File: src/logic/rv_pkg.sv
// rv32i subset core definitions
`default_nettype none

package rv_pkg;

	// datapath widths
	localparam int XLEN = 32;

	typedef logic [XLEN-1:0] data_t;
	typedef logic [4:0] reg_addr_t;

	// instruction memory, one word per entry
	localparam int IMEM_DEPTH = 64;
	localparam int IMEM_AW = 6;

	// data memory is indexed by byte address bits 9 to 2
	localparam int DMEM_DEPTH = 256;
	localparam int DMEM_AW = 8;

	// major opcodes, instruction bits 6:0
	typedef enum logic [6:0] {
		OP     = 7'b0110011,
		OP_IMM = 7'b0010011,
		LOAD   = 7'b0000011,
		STORE  = 7'b0100011,
		BRANCH = 7'b1100011,
		SYSTEM = 7'b1110011
	} opcode_t;

	typedef enum logic [2:0] {
		ALU_ADD,
		ALU_SUB,
		ALU_AND,
		ALU_OR,
		ALU_XOR
	} alu_op_t;

	// where an execute operand comes from
	typedef enum logic [1:0] {
		FWD_REG,
		FWD_MEM,
		FWD_WB
	} fwd_sel_t;

	localparam logic [31:0] EBREAK_INSTR = 32'h0010_0073;

	// addi x0, x0, 0
	localparam logic [31:0] NOP_INSTR = 32'h0000_0013;

endpackage

`default_nettype wire

File: src/logic/execute.sv
// execute stage
`timescale 1ns/1ps
`default_nettype none

module execute (
	input  logic              clk,
	input  logic              rst_n,
	input  rv_pkg::data_t     id_pc,
	input  rv_pkg::data_t     id_rs1_val,
	input  rv_pkg::data_t     id_rs2_val,
	input  rv_pkg::data_t     id_imm,
	input  rv_pkg::reg_addr_t id_rd,
	input  rv_pkg::alu_op_t   id_alu_op,
	input  logic              id_use_imm,
	input  logic              id_reg_we,
	input  logic              id_is_load,
	input  logic              id_is_store,
	input  logic              id_is_branch,
	input  logic              id_branch_ne,
	input  rv_pkg::fwd_sel_t  fwd_a,
	input  rv_pkg::fwd_sel_t  fwd_b,
	input  rv_pkg::data_t     mem_fwd_data,
	input  rv_pkg::data_t     wb_fwd_data,
	output logic              branch_taken,
	output rv_pkg::data_t     branch_target,
	output rv_pkg::data_t     ex_alu,
	output rv_pkg::data_t     ex_store_data,
	output rv_pkg::reg_addr_t ex_rd,
	output logic              ex_reg_we,
	output logic              ex_is_load,
	output logic              ex_is_store
);
	import rv_pkg::*;

	data_t op_a, op_b, alu_b, alu_res;

	function automatic data_t fwd_mux(
		input fwd_sel_t sel,
		input data_t reg_val,
		input data_t mem_val,
		input data_t wb_val
	);
		case (sel)
			FWD_MEM: return mem_val;
			FWD_WB:  return wb_val;
			default: return reg_val;
		endcase
	endfunction

	assign op_a = fwd_mux(fwd_a, id_rs1_val, mem_fwd_data, wb_fwd_data);
	assign op_b = fwd_mux(fwd_b, id_rs2_val, mem_fwd_data, wb_fwd_data);
	assign alu_b = id_use_imm ? id_imm : op_b;

	// also forms load and store addresses
	always_comb begin
		case (id_alu_op)
			ALU_SUB: alu_res = op_a - alu_b;
			ALU_AND: alu_res = op_a & alu_b;
			ALU_OR:  alu_res = op_a | alu_b;
			ALU_XOR: alu_res = op_a ^ alu_b;
			default: alu_res = op_a + alu_b;
		endcase
	end

	// beq or bne resolved here
	assign branch_taken = id_is_branch && ((op_a == op_b) != id_branch_ne);
	assign branch_target = id_pc + id_imm;

	// ex/mem register
	always_ff @(posedge clk or negedge rst_n) begin
		if (!rst_n) begin
			ex_rd <= '0;
			ex_reg_we <= 1'b0;
			ex_is_load <= 1'b0;
			ex_is_store <= 1'b0;
		end else begin
			ex_rd <= id_rd;
			ex_reg_we <= id_reg_we;
			ex_is_load <= id_is_load;
			ex_is_store <= id_is_store;
		end
	end

	// store data takes the forwarded rs2
	always_ff @(posedge clk) begin
		ex_alu <= alu_res;
		ex_store_data <= op_b;
	end

endmodule

`default_nettype wire

File: config.mk
export PLATFORM = sky130hd
export DESIGN_NAME = execute
export DESIGN_NICKNAME = d
export VERILOG_FILES = /design/src/logic/rv_pkg.sv /design/src/logic/execute.sv
export SDC_FILE = /design/constraint.sdc
export NUM_CORES = 1
export LEC_CHECK = 0
export BUFFER_PORTS_ARGS = -buffer_cell sky130_fd_sc_hd__buf_2
export CAP_MARGIN = 20
export CORE_MARGIN = 8
export CORE_UTILIZATION = 53
export CTS_BUF_LIST = sky130_fd_sc_hd__clkbuf_2 sky130_fd_sc_hd__clkbuf_4 sky130_fd_sc_hd__clkbuf_8
export DETAILED_ROUTE_END_ITERATION = 7
export PLACE_DENSITY_LB_ADDON = 0.05
export SYNTH_ARGS = -nofsm -noshare
export SYNTH_HDL_FRONTEND = slang
export SYNTH_SLANG_ARGS = --single-unit
File: constraint.sdc
create_clock -name clk -period 3.8 [get_ports clk]
set_input_delay 0.57 -clock clk [delete_from_list [all_inputs] [get_ports clk]]
set_output_delay 0.57 -clock clk [all_outputs]
set_load 0.1 [all_outputs]
# Yosys cells after proc, flatten, opt, wreduce, memory -nomap -nowiden
# Cells that the tools add are included.
# word_totals
ff_bits	72
in_bits	212
out_inout_bits	105
elab_cells	27
# op_classes
n_addsub	3
n_eq_ne	10
mux	4
bitwise_logic	3
reduce_logical	1
# op_table
cell	n
$pmux 32 s2	2
$pmux 32 s4	1
$add 32x32->32	2
$and 32x32->32	1
$eq 32x32->1	1
$mux 32	1
$or 32x32->32	1
$sub 32x32->32	1
$xor 32x32->32	1
$eq 3x2->1 const B	2
$eq 2x1->1 const B	2
$eq 2x2->1 const B	2
$eq 3x1->1 const B	1
$eq 3x3->1 const B	1
$logic_and 1x1->1	1
$ne 1x1->1	1

# Depth between registers and ports, before layout
# Gate-level depths: netlist (run 1).
# depth
word_depth	5
depth_mapped	25

# Worst setup path before layout (run 1)
# No wires, ideal clock.
# synth_path
path_type	input -> output
startpoint	in id_pc[0]
endpoint	out branch_target[26]
arrival_time_ns	6.053
path_slack_ns	-2.823
stages	12
path_buffers	0
cell_sequence	ha_1 inv_1 fa_1 nor2b_1 o2111ai_1 a41oi_1 o31a_1 a221o_1 a211oi_1 o211ai_1 a21oi_1 o311ai_0
# synth_between
elab_chain_cells	1
# synth_lines
item	line_no	source
start, declared	execute.sv:8	input rv_pkg::data_t id_pc,
$add 32x32->32	execute.sv:67	assign branch_target = id_pc + id_imm;
end, declared	execute.sv:25	output rv_pkg::data_t branch_target,
# No other way between the ends.

# Worst setup path in the final report (run 1)
# layout_path
startpoint	in fwd_b[0]
endpoint	reg ex_alu[27]
# layout_between
elab_chain_cells	5
word_cells_on_any_way	10
# layout_lines
item	line_no	source
start, declared	execute.sv:21	input rv_pkg::fwd_sel_t fwd_b,
$eq 2x2->1 / $eq 2x1->1 (equally long branches)	execute.sv:43	case (sel)
$pmux 32 s2 *	execute.sv:43	
named net op_b[6]	execute.sv:35	data_t op_a, op_b, alu_b, alu_res;
$mux 32 *	execute.sv:52	assign alu_b = id_use_imm ? id_imm : op_b;
$add 32x32->32 / $sub 32x32->32 (equally long branches)	execute.sv:61, execute.sv:57	
$pmux 32 s4 *	execute.sv:56	case (id_alu_op)
named net alu_res[27]	execute.sv:35	
end signal, assigned	execute.sv:86	ex_alu <= alu_res;
end, declared	execute.sv:26	output rv_pkg::data_t ex_alu,
# The timed path passes the listed nets; every way through them passes the cells marked *.

==> results of run 1 <==
==> final cells by class <==
| cell class | count | area (um2) |
|---|---|---|
| Tap cell | 225 | 282 |
| Timing Repair Buffer | 691 | 4880 |
| Inverter | 106 | 410 |
| Multi-Input combinational cell | 991 | 8340 |
| Sequential cell | 72 | 1480 |
| Clock inverter | 7 | 125 |
| Clock buffer | 9 | 124 |
| Fill cell | 740 | 1590 |
| Antenna cell | 6 | 15.0 |
==> cells in the final DEF (no fill, tap or decap), types with 10 or more instances in the layout <==
cell type  count
nand4_1       17
buf_12        22
xnor2_2       17
a21o_1        30
a21oi_1       99
nor2_1        83
xor2_1        37
a22oi_1       64
inv_1        103
o22ai_1       15
mux2_2        12
buf_4        346
dfxtp_1       64
o21ai_0       43
o21ai_2       15
nand3_1       10
o21a_1        10
o21ai_1       30
buf_2        294
ha_1         124
nand2b_1      10
xnor2_1       53
a21oi_2       21
nand2_1       72
buf_6         26
mux2i_1       21
==> routing by layer <==
layer,vias to the layer above,part of all wire
met5,-,0.00080
li1,5703,-
met3,603,0.13
met1,6288,0.31
met2,1378,0.45
met4,6,0.11
==> metrics by stage <==
step | hold slack (ns) | area (um2)
after floorplan | 0.274 | 9740
after global placement | 0.410 | 14100
after detailed placement | 0.418 | 14100
after CTS | 0.00275 | 15100
after global routing | 0.000732 | 15600
final | -0.0145 | 15700
==> flip-flops by register name, summed over array words and instances, names as in the netlist <==
register       cells
ex_is_store        1
ex_store_data     32
ex_rd              5
ex_is_load         1
ex_reg_we          1
ex_alu            32
==> kinds of logic after synthesis <==
group	count (synthesis)	share of synthesized area
AND/OR/NAND/NOR	277	0.143
AO/OA/AOI/OAI	420	0.289
XOR/XNOR	120	0.113
buffers and inverters	164	0.0696
adder cells (fa/ha/maj)	140	0.189
multiplexers	34	0.0381
flip-flops	72	0.159
==> power by group <==
| part | leakage, uW | switching, uW | internal [uW] |
|---|---|---|---|
| registers | 0.000632 | 59.7 | 936 |
| clock network | 0.000125 | 379 | 444 |
| logic | 0.00719 | 3870 | 1920 |
==> repair_timing <==
item | CTS | global route
hold endpoints to repair | 0 | 0
buffers inserted | 28 | 16
resized for setup | 125 | 86
setup endpoints to repair | 35 | 39
pin swaps | 67 | 52
gates cloned | 2 | 0
==> final timing paths <==
| check | from | end | slack, ns |
|---|---|---|---|
| max in group asynchronous | rst_n | ex_rd[1]$_DFF_PN0_ | 3.66 |
| min in group clk | id_is_store | ex_is_store$_DFF_PN0_ | 0.27 |
| worst max-delay path | fwd_b[0] | ex_alu[27]$_DFF_P_ | -1.32 |
| worst min-delay path | rst_n | ex_rd[2]$_DFF_PN0_ | -0.01 |
==> qor.txt, run 1 <==
overall routed net length - 53600 um
Die W - 149 um
slew margin rel. - 0.417
Synth Cell Area - 9330 um2
non-filler instance count after layout - 2107
Seq/Total Area, Yosys - 0.159
CP Max Fanout - 7
CTS tree - built
Clock Tree Root - clkbuf_8
final cycle utilization of the critical path - 1.35
Max VDD drop - 0.822 mV
placed instance count - 2042
cell taking the most area after synthesis - ha_1
Remaining Overflow, GRT - 0
crit-path leading delay family - compound AO/OA/AOI/OAI gates
Synth Warn # - 0
CP max stage delay - 0.46 ns
global-route wire length before repair - 74100 um
GRT met1 Usage - 0.427
setup TNS - -18.44 ns
Setup crit end kind - register
commonest cells in the netlist - ha_1 (138), a21oi_1 (122), inv_1 (105)
post-synthesis register bit count - 72
Max Slew Vio Count - 0
ANT nets after route - 0
Tmin final - 5.12 ns
Max Cap Violations - 0
vias in the first global route - 14000
initial antenna violation count - 8
Pwr Density - 486 nW/um2
CP Depth - 22
met3 GRT Util - 0.135
Fin. Hold Viols - 8
nature of the critical path startpoint - input port
Max Fclk - 195 MHz
Ports - 317
critical-path cell list - buf_12 > ha_2 > buf_4 > a22oi_1 > o21ai_1 > o31ai_2 > nand4_1 > or3_4 > or2_4 > o21ai_2 > xnor2_1 > ha_1 > and3_4 > and3_4 > and2_4 > o31a_1 > o31a_1 > a221o_1 > a21o_1 > a21oi_2 > xor2_1 > o21ai_1
Synth Instances - 1227
Mapped Avg Cell Area - 7.60 um2
cell with the most instances after synthesis - ha_1
pin count of the biggest net entering global routing - 51
Netlist cell types - 73
worst hold path type - in2async
all-layer global routing usage - 0.426
drt wl/cell - 25.5 um
DRC errors left - 0
vias per cell - 6.63
die height - 149 um
met2 track demand over resource - 0.723
# setup viols final - 36
Iteration-0 DRC Markers - 1701
Synth area leaders - ha_1 (19%), dfxtp_1 (14%), xnor2_1 (6.9%)
core outline area - 17200 um2
Hold Slack - -0.0145 ns
CTS Buffer Depth - 2
die area - 22100 um2
CTS Sinks - 72
Design Power - 7610 uW
synthesis-to-finish area growth - 67.8%
unrepaired setup endpoints after global routing - yes
Leak - 0.00795 uW
Setup WS pre-CTS - -1.67 ns
Detailed Routing Iterations Pass 1 - 8
Initial Util - 0.541
failing checks - hold timing, setup timing
Arrival @ worst endpoint - 5.40 ns
DR vias - 14000
endpoint required time on the critical path - 4.08 ns
Port Buffers - 316
busiest grt layer - met2
share of layout cells above drive strength 1 - 0.477
Post-synth ARST share - 0.111
dpl hpwl - 35600 um
# rows - 48
Placer Congestion - 1.00
Synth Flop Type - dfxtp_1
Inserted Clock Buffers - 9
Hold Buf Count CTS - 0
number of synthesized flops with an enable pin - 0
run status - finished with violations
worst slew pin tran - 0.865 ns
Post-Syn Nets - 1579
Worst path slowest cell - or3_4
final core utilization - 0.908
CTS clock-pin slew for the worst setup and hold paths - 0.09 ns
Crit Path Class - in2reg
worst setup margin - -1.32 ns
post-synth top area share - 0.185
Buf+Inv Stages, Crit Path - 2
number of H-tree levels - 3
final net count - 2223
(Power assumes the default switching activity.)
==> inputs of run 2 (changes only) <==
--- a/config.mk
+++ b/config.mk
@@ -5,10 +5,11 @@
 export SDC_FILE = /design/constraint.sdc
 export NUM_CORES = 1
 export LEC_CHECK = 0
+export ABC_AREA = 1
 export BUFFER_PORTS_ARGS = -buffer_cell sky130_fd_sc_hd__buf_2
 export CAP_MARGIN = 20
 export CORE_MARGIN = 8
-export CORE_UTILIZATION = 53
+export CORE_UTILIZATION = 54
 export CTS_BUF_LIST = sky130_fd_sc_hd__clkbuf_2 sky130_fd_sc_hd__clkbuf_4 sky130_fd_sc_hd__clkbuf_8
 export DETAILED_ROUTE_END_ITERATION = 7
 export PLACE_DENSITY_LB_ADDON = 0.05
==> run 2 against run 1 <==
  * Non-clock buffer count is 142 lower
  * Wire length is 18% lower
  * Critical path depth rose by 4
  * The run now ends clean
  * Area after synthesis is 9.2% higher
  * Final area shrank 6.6%
  * Highest routed layer unchanged
  * Clock power down 9.5%
  * Worst setup slack improved by 1.3 ns
  * Sequential cell count stayed put
  * Synthesized cell count grew 32%
  * Final cell count up 13%
==> qor.txt, run 2 <==
busiest grt layer - met2
drt wl/cell - 18.6 um (-27%)
Die W - 153 um (+3.2%)
Max Cap Violations - 0 (unchanged)
Inserted Clock Buffers - 9 (unchanged)
post-synthesis register bit count - 72 (unchanged)
area occupied by multi-input gates - 8360 um2 (+0.23%)
hold path depth - 1
Iteration-0 DRC Markers - 1209 (-29%)
overall routed net length - 44200 um (-18%)
Arrival @ worst endpoint - 4.12 ns (-1.28 ns)
vias per cell - 5.64 (-15%)
Remaining Overflow, GRT - 0 (unchanged)
die area - 23500 um2 (+6.4%)
initial antenna violation count - 9 (+1)
met3 GRT Util - 0.0832 (-0.0514)
vias in the first global route - 13100 (-6.2%)
Detailed Routing Iterations Pass 1 - 6 (-2)
Tmin final - 3.79 ns (-1.33 ns)
Pwr Density - 480 nW/um2 (-1.3%)
Ports - 317 (unchanged)
share of layout cells above drive strength 1 - 0.340 (-0.137)
DRC errors left - 0 (unchanged)
synthesis-to-finish area growth - 43.5%
Max Fclk - 264 MHz (+35%)
most frequent cells in the layout - nand2_1 (497), buf_2 (303), buf_4 (223)
unrepaired setup endpoints after global routing - yes
Fin. Hold Viols - 0 (-8)
global-route wire length before repair - 66700 um (-9.9%)
cell taking the most area after synthesis - nand2_1
CP max stage delay - 0.32 ns (-0.14 ns)
Placer Congestion - 1.09 (+8.4%)
Max Slew Vio Count - 0 (unchanged)
pin count of the biggest net entering global routing - 33 (-35%)
slew margin rel. - 0.328 (-0.0889)
Synth Cell Area - 10200 um2 (+9.2%)
final cycle utilization of the critical path - 0.997 (-0.351)
Synth Flop Type - dfxtp_1
Leak - 0.00807 uW (+1.5%)
CP Depth - 26 (+18%)
# setup viols final - 0 (-100%)
worst slew pin tran - 1.01 ns (+0.141 ns)
ANT nets after route - 0 (unchanged)
worst setup margin - 0.0106 ns (+1.33 ns)
CTS Buffer Depth - 2 (unchanged)
CTS tree - built
Synth Warn # - 0 (unchanged)
Synth area leaders - nand2_1 (19%), ha_1 (17%), dfxtp_1 (13%)
post-synth top area share - 0.189 (+0.00354)
Port Buffers - 316 (unchanged)
CTS clock-pin slew for the worst setup and hold paths - 0.09 ns (about the same)
Worst setup endpoint - ex_alu[29]$_DFF_P_
Seq/Total Area, Yosys - 0.145 (-0.0134)
GRT met1 Usage - 0.409 (-0.0183)
run status - finished, final reports clean
Synth Instances - 1617 (+32%)
crit-path leading delay family - simple AND/OR/NAND/NOR gates
Post-synth ARST share - 0.111 (unchanged)
Setup WS pre-CTS - -0.470 ns (+1.20 ns)
cell with the most instances after synthesis - nand2_1
worst hold path type - in2reg
Clock Tree Root - clkbuf_8
dpl hpwl - 36800 um (+3.4%)
Mapped Avg Cell Area - 6.30 um2 (-17%)
number of H-tree levels - 3 (unchanged)
CTS Sinks - 72 (unchanged)
Placed Instance Area - 13900 um2 (-1.1%)
met2 track demand over resource - 0.596 (-0.127)
sequential cell area - 1480 um2 (unchanged)
nature of the critical path startpoint - input port
all-layer global routing usage - 0.352 (-0.0731)
Design Power - 7020 uW (-7.8%)
final net count - 2485 (+12%)
Worst Setup SP - fwd_b[0]
# rows - 50 (+4.2%)
# fillers - 1452 (+96%)
die height - 153 um (+3.2%)
largest registers - ex_alu: 32 flops, ex_store_data: 32 flops, ex_rd: 5 flops
Netlist cell types - 54 (-26%)
commonest cells in the netlist - nand2_1 (512), inv_1 (158), ha_1 (138)
Crit Path Class - in2reg
Buf+Inv Stages, Crit Path - 6 (+4)
most common cell after layout, fill and taps aside - nand2_1
Post-Syn Nets - 1969 (+25%)
endpoint required time on the critical path - 4.13 ns (+0.05 ns)
Max VDD drop - 0.389 mV (-53%)
Initial Util - 0.548 (+0.00712)
number of synthesized flops with an enable pin - 0 (unchanged)
DR vias - 13400 (-4.1%)
CP Max Fanout - 9 (+2)
Setup crit end kind - register
core outline area - 18600 um2 (+7.8%)
Worst path slowest cell - ha_1
Hold Slack - 0.281 ns (+0.295 ns)
post-route cell area - 14600 um2 (-6.6%)
[run 2: changes by cell type in the layout (fill, tap and decap cells not counted), moves of 28 or more]
| cell | delta |
|---|---|
| nand2_1 | +425 |
| xor2_1 | +28 |
| a21oi_1 | -46 |
| nand2_2 | +32 |
| xnor2_1 | -37 |
| buf_4 | -123 |
| inv_1 | +53 |
| nand3_1 | +88 |
| a22oi_1 | -64 |
[run 2: kinds of logic after synthesis]
logic type / Yosys count / share of synthesized area
xor+xnor: 99 / 0.0851
fa+ha+maj: 140 / 0.173
compound gates: 238 / 0.142
buf+inv: 211 / 0.0852
flops: 72 / 0.145
simple gates: 857 / 0.369
[run 2: power breakdown]
group | switching [uW] | total [uW] | internal (uW) | leakage [uW]
logic | 3720 | 5280 | 1560 | 0.00733
registers | 49.6 | 986 | 936 | 0.000632
clock network | 370 | 746 | 377 | 0.000110
total | 4140 | 7020 | 2870 | 0.00807
[run 2: per-layer routing]
layer | vias to the layer above | part of all wire
li1 | 6296 | -
met1 | 6033 | 0.36
met4 | 12 | 0.058
met5 | - | 0.0016
met3 | 194 | 0.12
met2 | 875 | 0.46
[run 2: how the worst min path moves through the flow]
stage / from / to
after CTS: id_rd[2] / ex_rd[2]$_DFF_PN0_
final: id_is_store / ex_is_store$_DFF_PN0_
after detailed placement: rst_n / ex_is_load$_DFF_PN0_
after floorplan: rst_n / ex_is_load$_DFF_PN0_
after global routing: id_is_store / ex_is_store$_DFF_PN0_
after global placement: rst_n / ex_is_load$_DFF_PN0_
[run 2: timing repair]
action,CTS,global route
setup endpoints to repair,5,27
resized for setup,8,109
setup buffers,0,5
pin swaps,0,30
hold endpoints to repair,8,0
gates cloned,0,1
hold buffers,1,0
[run 2: layout make-up]
type                            instances  area share
Antenna cell                            5    0.000856
Sequential cell                        72       0.101
Tap cell                              234      0.0200
Multi-Input combinational cell       1334       0.572
Clock inverter                          7     0.00702
Inverter                              166      0.0433
Timing Repair inverter                  1    0.000342
Timing Repair Buffer                  549       0.247
Clock buffer                            9     0.00847
[run 2: per-stage QoR]
step,setup TNS [ns],instances,utilization
after CTS,0,2366,0.765
after global placement,-4.21,2349,0.750
after global routing,-0.510,2374,0.786
final,0,2377,0.787
after floorplan,-0.0212,1617,-
after detailed placement,-6.06,2349,0.750
==> inputs of run 3 (changes only) <==
--- a/config.mk
+++ b/config.mk
@@ -9,7 +9,7 @@
 export BUFFER_PORTS_ARGS = -buffer_cell sky130_fd_sc_hd__buf_2
 export CAP_MARGIN = 20
 export CORE_MARGIN = 8
-export CORE_UTILIZATION = 54
+export CORE_UTILIZATION = 40
 export CTS_BUF_LIST = sky130_fd_sc_hd__clkbuf_2 sky130_fd_sc_hd__clkbuf_4 sky130_fd_sc_hd__clkbuf_8
 export DETAILED_ROUTE_END_ITERATION = 7
 export PLACE_DENSITY_LB_ADDON = 0.05
==> run 3 against run 2 <==
  * Sequential cell count stayed put
  * Final area up 3.5%
  * First-iteration DRC count down 26%
  * Critical path depth fell by 7
  * Largest power group unchanged
==> qor.txt, run 3 (synthesis results as in run 2) <==
Setup crit end kind - primary output
initial antenna violation count - 9 (unchanged)
all-layer global routing usage - 0.290 (-0.0623)
Placer Congestion - 0.998 (-8.2%)
die height - 176 um (+14%)
most common cell after layout, fill and taps aside - nand2_1
Fin. Hold Viols - 0 (unchanged)
Max Fclk - 271 MHz (+2.6%)
DRC errors left - 0 (unchanged)
Initial Util - 0.406 (-0.143)
placed instance count - 2493 (+6.1%)
final net count - 2534 (+2.0%)
core outline area - 25100 um2 (+35%)
Leak - 0.00829 uW (+2.7%)
Iteration-0 DRC Markers - 892 (-26%)
endpoint required time on the critical path - 3.23 ns (-0.90 ns)
CP Max Fanout - 14 (+5)
# fillers - 2453 (+69%)
overall routed net length - 46400 um (+5.0%)
die area - 30800 um2 (+31%)
worst slew pin tran - 0.932 ns (-0.0745 ns)
ANT nets after route - 0 (unchanged)
# rows - 58 (+16%)
slew margin rel. - 0.377 (+0.0489)
run status - finished, final reports clean
CTS Sinks - 72 (unchanged)
Hold Slack - 0.282 ns (+0.00117 ns)
global-route wire length before repair - 70600 um (+5.8%)
number of H-tree levels - 3 (unchanged)
vias in the first global route - 13100 (-0.39%)
pin count of the biggest net entering global routing - 33 (unchanged)
share of layout cells above drive strength 1 - 0.353 (+0.0130)
Inserted Clock Buffers - 9 (unchanged)
Max Cap Violations - 0 (unchanged)
Detailed Routing Iterations Pass 1 - 5 (-1)
# setup viols final - 0 (unchanged)
Clock Tree Root - clkbuf_8
CTS Buffer Depth - 2 (unchanged)
most frequent cells in the layout - nand2_1 (499), buf_2 (302), buf_4 (272)
Remaining Overflow, GRT - 0 (unchanged)
nature of the critical path startpoint - input port
Arrival @ worst endpoint - 3.12 ns (-1.00 ns)
dpl hpwl - 40000 um (+8.8%)
largest registers - ex_alu: 32 flops, ex_store_data: 32 flops, ex_rd: 5 flops
Crit Path Class - in2out
Pwr Density - 468 nW/um2 (-2.5%)
DR vias - 12800 (-4.3%)
CTS clock-pin slew for the worst setup and hold paths - 0.10 ns (about the same)
worst hold path type - in2reg
Tmin final - 3.69 ns (-0.0945 ns)
unrepaired setup endpoints after global routing - yes
final cycle utilization of the critical path - 0.972 (-0.0249)
Ports - 317 (unchanged)
vias per cell - 5.09 (-9.7%)
Die W - 176 um (+14%)
non-filler instance count after layout - 2521 (+6.1%)
drt wl/cell - 18.4 um (-1.0%)
CTS tree - built
synthesis-to-finish area growth - 48.5%
Max Slew Vio Count - 0 (unchanged)
Port Buffers - 316 (unchanged)
Max VDD drop - 0.418 mV (+7.6%)
==> run 3: timing repair <==
item | 4_1_cts | 5_1_grt
hold endpoints to repair | 8 | 0
cloned | 0 | 0
gates resized for setup | 4 | 87
hold buffers | 1 | 0
setup buffers | 0 | 7
pin swaps | 0 | 26
endpoints found under the setup margin | 4 | 21
==> run 3: report_power, final <==
| group | internal (uW) | leakage (uW) | switching (uW) |
|---|---|---|---|
| Sequential | 937 | 0.000632 | 60.8 |
| Clock | 377 | 0.000110 | 377 |
| Combinational | 1620 | 0.00755 | 3700 |
| Total | 2930 | 0.00829 | 4140 |
==> run 3: metal layers <==
layer,track usage,vias up,share of wire
met5,0,-,0.0014
met4,0.0894,10,0.026
met3,0.0432,71,0.063
met2,0.501,419,0.48
met1,0.365,5951,0.43
li1,-,6388,-
==> run 3: through the flow <==
step                power (uW)  setup TNS [ns]   util  setup WS, ns  cell area, um2
finish                    7070               0  0.602         0.105           15100
global route              7470          -0.231  0.602       -0.0375           15100
CTS                       6950               0  0.587        0.0274           14700
detailed placement        6160           -6.35  0.577        -0.467           14500
global placement          6150           -5.35  0.577        -0.410           14500
floorplan                 4470         -0.0212      -       -0.0167           10400
==> run 3: final timing paths <==
check / to / cells past startpoint / start / slack [ns]
worst min-delay path: ex_rd[2]$_DFF_PN0_ / 1 / id_rd[2] / 0.28
min in group asynchronous: ex_rd[1]$_DFF_PN0_ / 2 / rst_n / 0.55
max in group asynchronous: ex_reg_we$_DFF_PN0_ / 2 / rst_n / 3.09
worst max-delay path: branch_taken / 19 / fwd_b[1] / 0.11
==> run 3: area by class of cell <==
cell class              count  area [um2]  share of cell area
diodes                      4        10.0            0.000662
clock buffers               9         124             0.00819
clock inverters             7         103             0.00678
inverters                 166         633              0.0419
multi-input cells        1334        8330               0.550
flip-flops and latches     72        1480              0.0979
well taps                 330         413              0.0273
repair buffers            599        4040               0.267
==> run 3: worst max-delay path: stages <==
cell and delay, ns:
buf_2 0.12, inv_1 0.06, ha_2 0.27, buf_6 0.20, buf_4 0.16, nand2_1 0.05
nand3_1 0.07, nand2_1 0.09, buf_4 0.15, xnor2_1 0.16, buf_4 0.16, nand4_1 0.14
nor2_1 0.16, nand3_1 0.08, nor2_1 0.11, buf_4 0.15, nor2_1 0.05, nor2_2 0.14
buf_12 0.19
